`config.mk`:
```
export PLATFORM = sky130hd
export DESIGN_NAME = spmd_loader
export DESIGN_NICKNAME = d
export VERILOG_FILES = /design/src/mc_io_pkg.sv /design/src/spmd_loader.sv
export SDC_FILE = /design/constraint.sdc
export NUM_CORES = 1
export LEC_CHECK = 0
export ABC_AREA = 1
export BUFFER_PORTS_ARGS = -buffer_cell sky130_fd_sc_hd__buf_4
export CORE_MARGIN = 4
export CORE_UTILIZATION = 27
export CTS_CLUSTER_DIAMETER = 60
export DETAILED_ROUTE_END_ITERATION = 7
export PLACE_DENSITY = 0.42
export SLEW_MARGIN = 20
export SYNTH_ARGS = -nofsm -noshare
export SYNTH_HDL_FRONTEND = slang
export SYNTH_SLANG_ARGS = --single-unit
```
`constraint.sdc`:
```
create_clock -name clk_i -period 4.5 [get_ports clk_i]
set_clock_uncertainty 0.15 [all_clocks]
set_input_delay 0.9 -clock clk_i [delete_from_list [all_inputs] [get_ports clk_i]]
set_output_delay 0.9 -clock clk_i [all_outputs]
set_load 0.02 [all_outputs]
```
`src/mc_io_pkg.sv`:
```
package mc_io_pkg;

   // mesh coordinate and payload widths
   localparam int unsigned X_W    = 2;
   localparam int unsigned Y_W    = 2;
   localparam int unsigned ADDR_W = 12;
   localparam int unsigned DATA_W = 32;
   localparam int unsigned ID_W   = 5;

   // a store here at the i/o node ends the program, zero data means pass
   localparam logic [ADDR_W-1:0] FINISH_ADDR = 12'hEAD;

   typedef enum logic [1:0]
   {
      OP_STORE = 2'd0,
      OP_LOAD  = 2'd1,
      OP_RESP  = 2'd2
   } mc_op_e;

   // one mesh packet
   // responses carry the request load id back to the requester
   typedef struct packed
   {
      mc_op_e            op;
      logic [ADDR_W-1:0] addr;
      logic [DATA_W-1:0] data;
      logic [ID_W-1:0]   load_id;
      logic [X_W-1:0]    dst_x;
      logic [Y_W-1:0]    dst_y;
      logic [X_W-1:0]    src_x;
      logic [Y_W-1:0]    src_y;
   } mc_packet_s;

   // sticky end-of-run flags
   typedef struct packed
   {
      logic finish;
      logic success;
      logic timeout;
   } mc_status_s;

endpackage

```
`src/spmd_loader.sv`:
```
`timescale 1ns/1ps

module spmd_loader
   #(
      parameter int unsigned IMAGE_WORDS = 16,
      parameter int unsigned IO_X        = 3,
      parameter int unsigned IO_Y        = 0
   )
   (
      input  logic                           clk_i,
      input  logic                           arst_n_i,
      input  logic                           prog_v_i,
      input  logic [$clog2(IMAGE_WORDS)-1:0] prog_idx_i,
      input  mc_io_pkg::mc_packet_s          prog_pkt_i,
      input  logic                           start_i,
      input  logic                           take_i,
      output logic                           v_o,
      output mc_io_pkg::mc_packet_s          pkt_o
   );
   import mc_io_pkg::*;

   localparam int unsigned      IDX_W    = $clog2(IMAGE_WORDS);
   localparam logic [IDX_W-1:0] LAST_IDX = IDX_W'(IMAGE_WORDS - 1);

   typedef enum logic [1:0] {LD_IDLE, LD_SEND, LD_DONE} ld_state_e;

   ld_state_e        state_q;
   logic [IDX_W-1:0] idx_q;
   mc_packet_s       image_q [IMAGE_WORDS];

   // program image, filled through the load port before start
   always_ff @(posedge clk_i)
   begin
      if (prog_v_i)
      begin
         image_q[prog_idx_i] <= prog_pkt_i;
      end
   end

   always_ff @(posedge clk_i or negedge arst_n_i)
   begin
      if (!arst_n_i)
      begin
         state_q <= LD_IDLE;
         idx_q   <= '0;
      end
      else
      begin
         case (state_q)
            LD_IDLE:
            begin
               if (start_i)
               begin
                  state_q <= LD_SEND;
                  idx_q   <= '0;
               end
            end
            LD_SEND:
            begin
               // advance only once the monitor has taken the current entry
               if (take_i)
               begin
                  if (idx_q == LAST_IDX)
                  begin
                     state_q <= LD_DONE;
                  end
                  else
                  begin
                     idx_q <= idx_q + 1'b1;
                  end
               end
            end
            LD_DONE:
            begin
               state_q <= LD_DONE;
            end
            default:
            begin
               state_q <= LD_IDLE;
            end
         endcase
      end
   end

   assign v_o = (state_q == LD_SEND);

   // every image entry goes out as a store from the i/o node
   always_comb
   begin
      pkt_o       = image_q[idx_q];
      pkt_o.op    = OP_STORE;
      pkt_o.src_x = X_W'(IO_X);
      pkt_o.src_y = Y_W'(IO_Y);
   end

endmodule

```
==> results.md <==
* Status: completed
* Max-slew violation count at 0
* I/O pin cnt at around 130
* Initial core utilization at 27.27%
* Max-Cap Viols at 0
* Clk root buf: clkbuf_16
* Share of cells above drive strength 1 at around 9.1%
* Ys flop type: edfxtp_1
* CTS tree: done
* Clk slew on worst S/H paths at 0.06 ns
* Synth Warn # at 0
* Worst Path Required at ~3.5 ns
* Die area at 141100 µm²
* Clock Latency Late Sink at 0.67 ns
* 1st-iter DRT viols at 1454
* Final Net Count at around 3700
* Distinct cells, synth at 18
* Worst reg2reg endpoint: idx_q[2]
* FP Rows at approximately 130
* CP Capture Type: output pin
* CP most frequent cell: nand2_1
* Synth top cells by count: nand2_1 (1130), edfxtp_1 (848), inv_1 (643)
* Worst Setup SP: idx_q[0]
* Cell Area, Placed at 39690 µm²
* Critical-path cell list: inv_8, buf_4, nand2_1, nand2_1, nand2_1, nand3_1, nand3_1, nand2_1, buf_4
* Lkg Pwr at 17.71 nW
* DP HPWL at 49830 µm
* Post-synth ARST share at 0.7026%
* Die W at 375.6 µm
* R2R setup slack at 2.29 ns
* Routability cong. at 0.6919
* Die H at between 300 and 400 µm
* Post-Synthesis Cells at 3488
* Area growth, synth to finish at 17.42%
* # clock sinks at 854
* Post-synth EDFFs at 848
* Final setup TNS at 0 ns
* Total track usage at 14.31%
* Top post-synthesis cells by area: edfxtp_1 (70%), nand2_1 (12%), nand3_1 (8.8%), inv_1 (6.6%), buf_2 (1.2%)
* Final ANT Viol Nets at 0
* Count leader, synth: nand2_1
* Vias/cell at roughly 4.3
* RSZ-0062 raised after global routing: no
* Largest area contributor in the netlist: edfxtp_1
* Min-Delay Path Class: input port to register
* Via count at 23240
* Tightest Pin Transition at 0.9264 ns
* Min cycle time layout at 4.182 ns
* Global-route wire length before repair at approximately 150000 µm
* Reg2reg path depth at 8
* Maximum fanout along the worst path at 82
* Crit path to: pkt_o[56]
* Largest net degree at the start of global routing at around 150
* Fmax at around 240 MHz
* Post-CTS setup buffers at 0
* CP Class: register to output pin
* DRC Markers at 0
* Slew headroom at 38.09%
* # fillers at 13610
* Post-synth top area share at 69.79%
* Synth Register Bits at 854
* Gr ovfl total at 0
* Vias in the first global route at 21860
* CP peak stage delay at between 0.6 and 0.7 ns
* Final Cycle Share at 92.93%
* H-tree Lvls at 3
* Sequential-to-total area share from yosys stat at 70.21%
* CTS Buffer Depth at 3
* Num CTS Buffers at 98
* Core ar. at 133800 µm²
* Initial antenna violation count at 10
* Final hold vios at 0
* Crit-path slowest cell: dfrtp_4
* CP startpoint kind: register
* Final setup violation count at 0
* Arr. time, crit path at 3.13 ns
* Port Buf Inserts at 115
* Syn avg cell area at 10.46 µm²
* Synthesized cell area at roughly 36000 µm²
* Final standard cell area without fillers at 42840 µm²
* CTS resizes at 0
* Wire per inst at 18.81 µm
* R2r startpoint: idx_q[0]
* Drt first pass iters at 4
* Post-Route WL at 102300 µm
* Pwr dens at 528.0 nW/µm²
* Peak supply drop at 0.3779 mV
[registers in the layout (all words and copies together), names as in the netlist]
signal and count:
image_q 848, state_q 2, idx_q 4
[where the power goes]
part | internal (mW) | switching (mW)
Sequential | 8.93 | 0.0933
Clock | 4.56 | 3.23
Combinational | 1.80 | 4.00
Total | 15.3 | 7.33
[critical path, delay by kind of cell (launching register included)]
kind                   cells  cell delay (ns)
AND/OR/NAND/NOR            6             0.59
flip-flops                 1             0.66
buffers and inverters      3             1.14
[cell type report]
cell class              instances  area [µm²]  share of cell area, %
flip-flops and latches        854       25630                  59.83
multi-input cells            1810        7764                  18.12
clock buffers                 123        2610                  6.092
inverters                     647        2451                  5.722
well taps                    1768        2212                  5.164
repair buffers                179        1647                  3.844
clock inverters                54       509.2                  1.189
diodes                          7       17.52                0.04089
[worst min-delay path by stage]
| stage | endpoint | startpoint | slack, ns | depth (start not counted) |
|---|---|---|---|---|
| after global routing | image_q[15][44] | prog_pkt_i[44] | 0.34 | 1 |
| after floorplan | state_q[1] | state_q[1] | 0.35 | 2 |
| after CTS | image_q[9][44] | prog_pkt_i[44] | 0.30 | 1 |
| after global placement | state_q[1] | state_q[1] | 0.38 | 2 |
| final | image_q[9][44] | prog_pkt_i[44] | 0.36 | 1 |
| after detailed placement | state_q[1] | state_q[1] | 0.38 | 2 |
[metrics by stage]
stage	utilization, %	power (mW)	std cells	hold slack, ns	setup WS [ns]
global placement	29.67	15.14	5257	0.3774	0.9805
detailed placement	29.67	15.13	5257	0.3758	1.007
CTS	32.01	23.04	5435	0.3014	0.2392
global route	32.01	23.90	5438	0.3423	0.1169
finish	32.02	22.62	5442	0.3608	0.3182
floorplan	-	12.94	3492	0.3484	0.5476
[layer usage]
| metal | global-route usage (%) | part of all wire, % |
|---|---|---|
| met1 | 19.85 | 48 |
| met2 | 22.97 | 46 |
| met3 | 2.592 | 4.2 |
| met4 | 4.054 | 1.9 |
| met5 | 0 | 0.039 |
[logic make-up (layout without fill, tap and decap cells)]
logic type               after synthesis  count (layout)  share of synthesized area [%]
AND/OR/NAND/NOR                     1792            1792                          20.65
flip-flops                           854             854                          70.21
buffers and inverters                828            1003                          8.885
AO/OA/AOI/OAI                          8               8                         0.1097
adder cells (fa/ha/maj)                3               3                         0.1029
other                                  2              13                        0.02058
XOR/XNOR                               1               1                        0.02401
[placed cells by master (no fill, tap or decap)]
cell type / count
dlygate4sd3_1: 1
buf_12: 24
clkinv_8: 2
nand3b_1: 2
edfxtp_1: 848
inv_16: 1
inv_1: 643
inv_8: 3
dfrtp_1: 2
conb_1: 6
xor2_1: 1
nor2_4: 16
nand3_1: 640
dfrtp_4: 4
clkinv_2: 13
a21oi_1: 4
clkinv_1: 22
diode_2: 7
clkinv_4: 1
inv_4: 1
clkbuf_1: 22
nor2_1: 4
bufinv_16: 8
clkinvlp_4: 3
o21ai_0: 4
inv_6: 4
nand2_1: 1130
clkbuf_16: 101
ha_1: 3
buf_4: 154
[timing repair]
action	4_1_cts	5_1_grt
hold buffers	1	0
setup endpoints to repair	0	0
endpoints found under the hold margin	6	0
(Power assumes the default switching activity.)
