## config.mk

```make
export PLATFORM = sky130hd
export DESIGN_NAME = io_monitor
export DESIGN_NICKNAME = d
export VERILOG_FILES = /design/src/mc_io_pkg.sv /design/src/io_monitor.sv
export SDC_FILE = /design/constraint.sdc
export NUM_CORES = 1
export LEC_CHECK = 0
export BUFFER_PORTS_ARGS = -buffer_cell sky130_fd_sc_hd__buf_2
export CAP_MARGIN = 20
export CORE_AREA = 2 2 97 99
export DETAILED_ROUTE_END_ITERATION = 12
export DIE_AREA = 0 0 99 101
export HOLD_SLACK_MARGIN = 0.05
export PLACE_DENSITY = 0.8
export SLEW_MARGIN = 15
export SYNTH_ARGS = -nofsm -noshare
export SYNTH_HDL_FRONTEND = slang
export SYNTH_SLANG_ARGS = --single-unit
```

## constraint.sdc

```tcl
create_clock -name clk_i -period 13.3 [get_ports clk_i]
set_input_delay 2.66 -clock clk_i [delete_from_list [all_inputs] [get_ports clk_i]]
set_output_delay 2.66 -clock clk_i [all_outputs]
set_load 0.02 [all_outputs]
```

## src/mc_io_pkg.sv

```systemverilog
package mc_io_pkg;

   // mesh coordinate and payload widths
   localparam int unsigned X_W    = 2;
   localparam int unsigned Y_W    = 2;
   localparam int unsigned ADDR_W = 12;
   localparam int unsigned DATA_W = 32;
   localparam int unsigned ID_W   = 5;

   // a store here at the i/o node ends the program, zero data means pass
   localparam logic [ADDR_W-1:0] FINISH_ADDR = 12'hEAD;

   typedef enum logic [1:0]
   {
      OP_STORE = 2'd0,
      OP_LOAD  = 2'd1,
      OP_RESP  = 2'd2
   } mc_op_e;

   // one mesh packet
   // responses carry the request load id back to the requester
   typedef struct packed
   {
      mc_op_e            op;
      logic [ADDR_W-1:0] addr;
      logic [DATA_W-1:0] data;
      logic [ID_W-1:0]   load_id;
      logic [X_W-1:0]    dst_x;
      logic [Y_W-1:0]    dst_y;
      logic [X_W-1:0]    src_x;
      logic [Y_W-1:0]    src_y;
   } mc_packet_s;

   // sticky end-of-run flags
   typedef struct packed
   {
      logic finish;
      logic success;
      logic timeout;
   } mc_status_s;

endpackage

```

## src/io_monitor.sv

```systemverilog
`timescale 1ns/1ps

module io_monitor
   #(
      parameter int unsigned CREDITS    = 4,
      parameter int unsigned MAX_CYCLES = 2000,
      parameter int unsigned IO_X       = 3,
      parameter int unsigned IO_Y       = 0
   )
   (
      input  logic                  clk_i,
      input  logic                  arst_n_i,
      input  logic                  link_v_i,
      input  mc_io_pkg::mc_packet_s link_pkt_i,
      input  logic                  link_credit_i,
      input  logic                  ldr_v_i,
      input  mc_io_pkg::mc_packet_s ldr_pkt_i,
      input  logic                  resp_v_i,
      input  mc_io_pkg::mc_packet_s resp_pkt_i,
      output logic                  ldr_take_o,
      output logic                  resp_take_o,
      output logic                  link_v_o,
      output mc_io_pkg::mc_packet_s link_pkt_o,
      output mc_io_pkg::mc_status_s status_o
   );
   import mc_io_pkg::*;

   localparam int unsigned CNT_W = $clog2(CREDITS + 1);
   localparam int unsigned CYC_W = $clog2(MAX_CYCLES + 1);

   logic [CNT_W-1:0] credit_cnt_q;
   logic             can_send;
   logic             send;
   logic             finish_hit;
   logic             finish_q;
   logic             success_q;
   logic [CYC_W-1:0] cycle_cnt_q;

   // memory responses win over loader stores
   assign can_send    = (credit_cnt_q != '0);
   assign resp_take_o = can_send && resp_v_i;
   assign ldr_take_o  = can_send && ldr_v_i && !resp_v_i;
   assign send        = resp_take_o || ldr_take_o;

   always_ff @(posedge clk_i or negedge arst_n_i)
   begin
      if (!arst_n_i)
      begin
         credit_cnt_q <= CNT_W'(CREDITS);
      end
      else
      begin
         // a send and a return together cancel out
         case ({send, link_credit_i})
            2'b10:   credit_cnt_q <= credit_cnt_q - 1'b1;
            2'b01:   credit_cnt_q <= credit_cnt_q + 1'b1;
            default: credit_cnt_q <= credit_cnt_q;
         endcase
      end
   end

   // outbound register
   always_ff @(posedge clk_i or negedge arst_n_i)
   begin
      if (!arst_n_i)
      begin
         link_v_o <= 1'b0;
      end
      else
      begin
         link_v_o <= send;
      end
   end

   always_ff @(posedge clk_i)
   begin
      if (send)
      begin
         link_pkt_o <= resp_take_o ? resp_pkt_i : ldr_pkt_i;
      end
   end

   assign finish_hit = link_v_i && (link_pkt_i.op == OP_STORE)
                       && (link_pkt_i.dst_x == X_W'(IO_X))
                       && (link_pkt_i.dst_y == Y_W'(IO_Y))
                       && (link_pkt_i.addr == FINISH_ADDR);

   // success is latched with the first finish and kept after that
   always_ff @(posedge clk_i or negedge arst_n_i)
   begin
      if (!arst_n_i)
      begin
         finish_q  <= 1'b0;
         success_q <= 1'b0;
      end
      else if (finish_hit && !finish_q)
      begin
         finish_q  <= 1'b1;
         success_q <= (link_pkt_i.data == '0);
      end
   end

   // saturating cycle counter, the timeout stays up once it is reached
   always_ff @(posedge clk_i or negedge arst_n_i)
   begin
      if (!arst_n_i)
      begin
         cycle_cnt_q <= '0;
      end
      else if (cycle_cnt_q != CYC_W'(MAX_CYCLES))
      begin
         cycle_cnt_q <= cycle_cnt_q + 1'b1;
      end
   end

   always_comb
   begin
      status_o.finish  = finish_q;
      status_o.success = success_q;
      status_o.timeout = (cycle_cnt_q == CYC_W'(MAX_CYCLES));
   end

endmodule

```

==> impl_metrics.yaml <==
place:
  place_inst: 557
  pre_cts_ws_ns: 7.09
  port_buffers: 238
  placed_area_mm2: 0.00495
  globalplace.congestion: 0.779
  dp_hpwl_mm: 6.47
critical_path:
  worst_setup_path_start_kind: "input port"
  critPathKind: "input port to primary output"
  crit_arrival_ns: 3.50
  reg2reg_slack_ns: 11.21
  required_ns: 10.64
  cp-end-kind: "primary output"
  crit_path_max_fanout: 60
global_routing:
  antenna_found_initial: 0
  grt_pass1_vias: 2638
  grt_pass1_wl_mm: 12.3
  gr-total-overflow: 0
  grt_max_degree: 61
  gr-usage-all-layers_pct: 15.8
clocking:
  cts.sinks: 76
  cts_tree: "yes"
  cts_max_level: 3
  hold_buffers: 0
  cts_resized: 0
  worstSkewPairLatency_ns: 0.34
  clockBufferDepth: 2
  clk_pin_slew_ns: 0.08
  clockRootBuffer: "clkbuf_8"
  post_cts_buffers: 0
  cts_made_buffers: 9
synthesis:
  syn-cell-area_mm2: 0.00374
  async_reset_ff_share_pct: 22.4
  postSynthCellCount: 215
  yosysWarnings: 0
  synth_nets: 402
  synth-seq-cells: 76
  ys_seq_area_share_pct: 58.7
  synth_edf_count: 59
  syn_avg_cell_area_um2: 17.4
  synth_flop_cell: "edfxtp_1"
  synthDistinctLibCells: 31
job:
  drv_cap: 0
route:
  vias_per_cell: 4.66
  drtAntennaViolNets: 0
  wl_met2_mm: 4.36
  met3_length_um: 660
  drt-initial-drc-count: 55
  drcViolationCount: 0
  num_vias: 2673
  wl_per_cell_um: 14.7
  top_layer_used: "met4"
  firstDrtPassIters: 4
  wl_met1_mm: 3.34
  routed_wl_mm: 8.44
finish:
  area_growth_pct: 36.8
  final-seq-area_mm2: 0.00220
  finalInstanceArea_mm2: 0.00512
  final_util_pct: 57.0
  drive_gt1_share_pct: 70.3
  multiInputGateArea_mm2: 0.00140
  nFillCells: 739
  fin_cells: 573
  nets: 644
  antenna_cells: 0
sta:
  setup_violations: 0
  skew_ns: 0.00765
  tightestPinTransition_ns: 0.756
  relSlewSlack_pct: 49.6
  worst_slack_ns: 7.14
  drv_slew: 0
  tns_ns: 0
  rsz0062_at_grt: "no"
  holdWs_ns: 0.497
  post-route-min-period_ns: 6.16
  max_freq_mhz: 162
  hold_viol_final: 0
  fin_crit_sh_pct: 46.3
min_path:
  hp-class: "register to register"
power_and_ir_drop:
  power_leakage_nw: 2.50
  ir_drop_uv: 112
  power_uw: 803
  power_density_mw_per_mm2: 157
status:
  status: "completed"
floorplan:
  dieHeight_um: 101
  io_pins: 248
  num_rows: 35
  die_w_um: 99
  dieArea_mm2: 0.0100
  start_util_pct: 41.7
  core_mm2: 0.00898
[cell usage in the layout, fill, tap and decap left out, types with 2 or more instances in the layout]
cell type   count
buf_2         238
mux2_4         59
edfxtp_1       59
dfrtp_1        16
clkbuf_8        9
nor2_1          8
nor4_1          8
xnor2_1         7
inv_1           6
nand4_1         5
nand2_1         5
nand3_1         4
xor2_1          4
clkinv_2        4
mux2_2          3
nor4bb_1        3
ha_1            3
nor2_4          2
nor3_1          2
clkinvlp_4      2
[cell families (layout without fill, tap and decap cells)]
logic type	Yosys count	in the layout	share of synthesized area, %
flip-flops	76	76	58.7
multiplexers	63	63	24.9
AND/OR/NAND/NOR	45	45	7.82
buffers and inverters	14	261	4.21
XOR/XNOR	11	11	2.57
adder cells (fa/ha/maj)	4	4	1.54
AO/OA/AOI/OAI	2	2	0.267
[path summary, 6_finish.rpt]
check,from,to,cells past startpoint
max in group asynchronous,arst_n_i,credit_cnt_q[2]$_DFFE_PN1P_,1
worst max-delay path,resp_v_i,resp_take_o,4
worst max register to register,credit_cnt_q[0]$_DFFE_PN0P_,credit_cnt_q[2]$_DFFE_PN1P_,9
worst min register to register,cycle_cnt_q[8]$_DFFE_PN0N_,cycle_cnt_q[8]$_DFFE_PN0N_,1
min in group asynchronous,arst_n_i,cycle_cnt_q[0]$_DFFE_PN0N_,1
worst min-delay path,cycle_cnt_q[8]$_DFFE_PN0N_,cycle_cnt_q[8]$_DFFE_PN0N_,1
[sequential cells by signal, indices dropped and copies added (netlist names)]
register and flops:
finish_q 1, cycle_cnt_q 11, link_pkt_o 59, link_v_o 1, credit_cnt_q 3, success_q 1
[area by class of cell]
type,count,share of cell area [%]
tap,111,2.71
inverter,6,0.440
timing repair buffer,239,23.4
clock inverter,7,0.855
sequential,76,42.9
clock buffer,9,2.42
multi-input combinational,125,27.2
[synth_stat cells, types with 2 or more instances]
cell type	count	area share, %
edfxtp_1	59	47
mux2_4	59	24
dfrtp_1	16	11
nor2_1	9	0.90
nor4_1	8	1.3
xnor2_1	7	1.6
buf_12	6	3.2
inv_1	6	0.60
nand2_1	5	0.50
nand4_1	5	0.84
nand3_1	4	0.53
xor2_1	4	0.94
ha_1	3	1.0
mux2_2	3	0.90
nor4bb_1	3	0.80
buf_4	2	0.40
nor3_1	2	0.27
[metal layers]
layer	track usage (%)	up-vias
li1	-	1296
met1	18.5	1253
met2	27.8	115
met3	5.06	9
met4	4.53	0
met5	0	-
[worst max-delay path, cell delays in order]
cell	delay, ns
buf_2	0.14
nand2_8	0.42
inv_1	0.08
buf_2	0.18
[report_power, final]
group          total, mW  leakage (nW)  internal (mW)  switching, mW
Combinational      0.294          1.61          0.127          0.167
Clock              0.151        0.0848         0.0666         0.0845
Sequential         0.358         0.804          0.339         0.0189
Total              0.803          2.50          0.532          0.271
(Power assumes the default switching activity.)
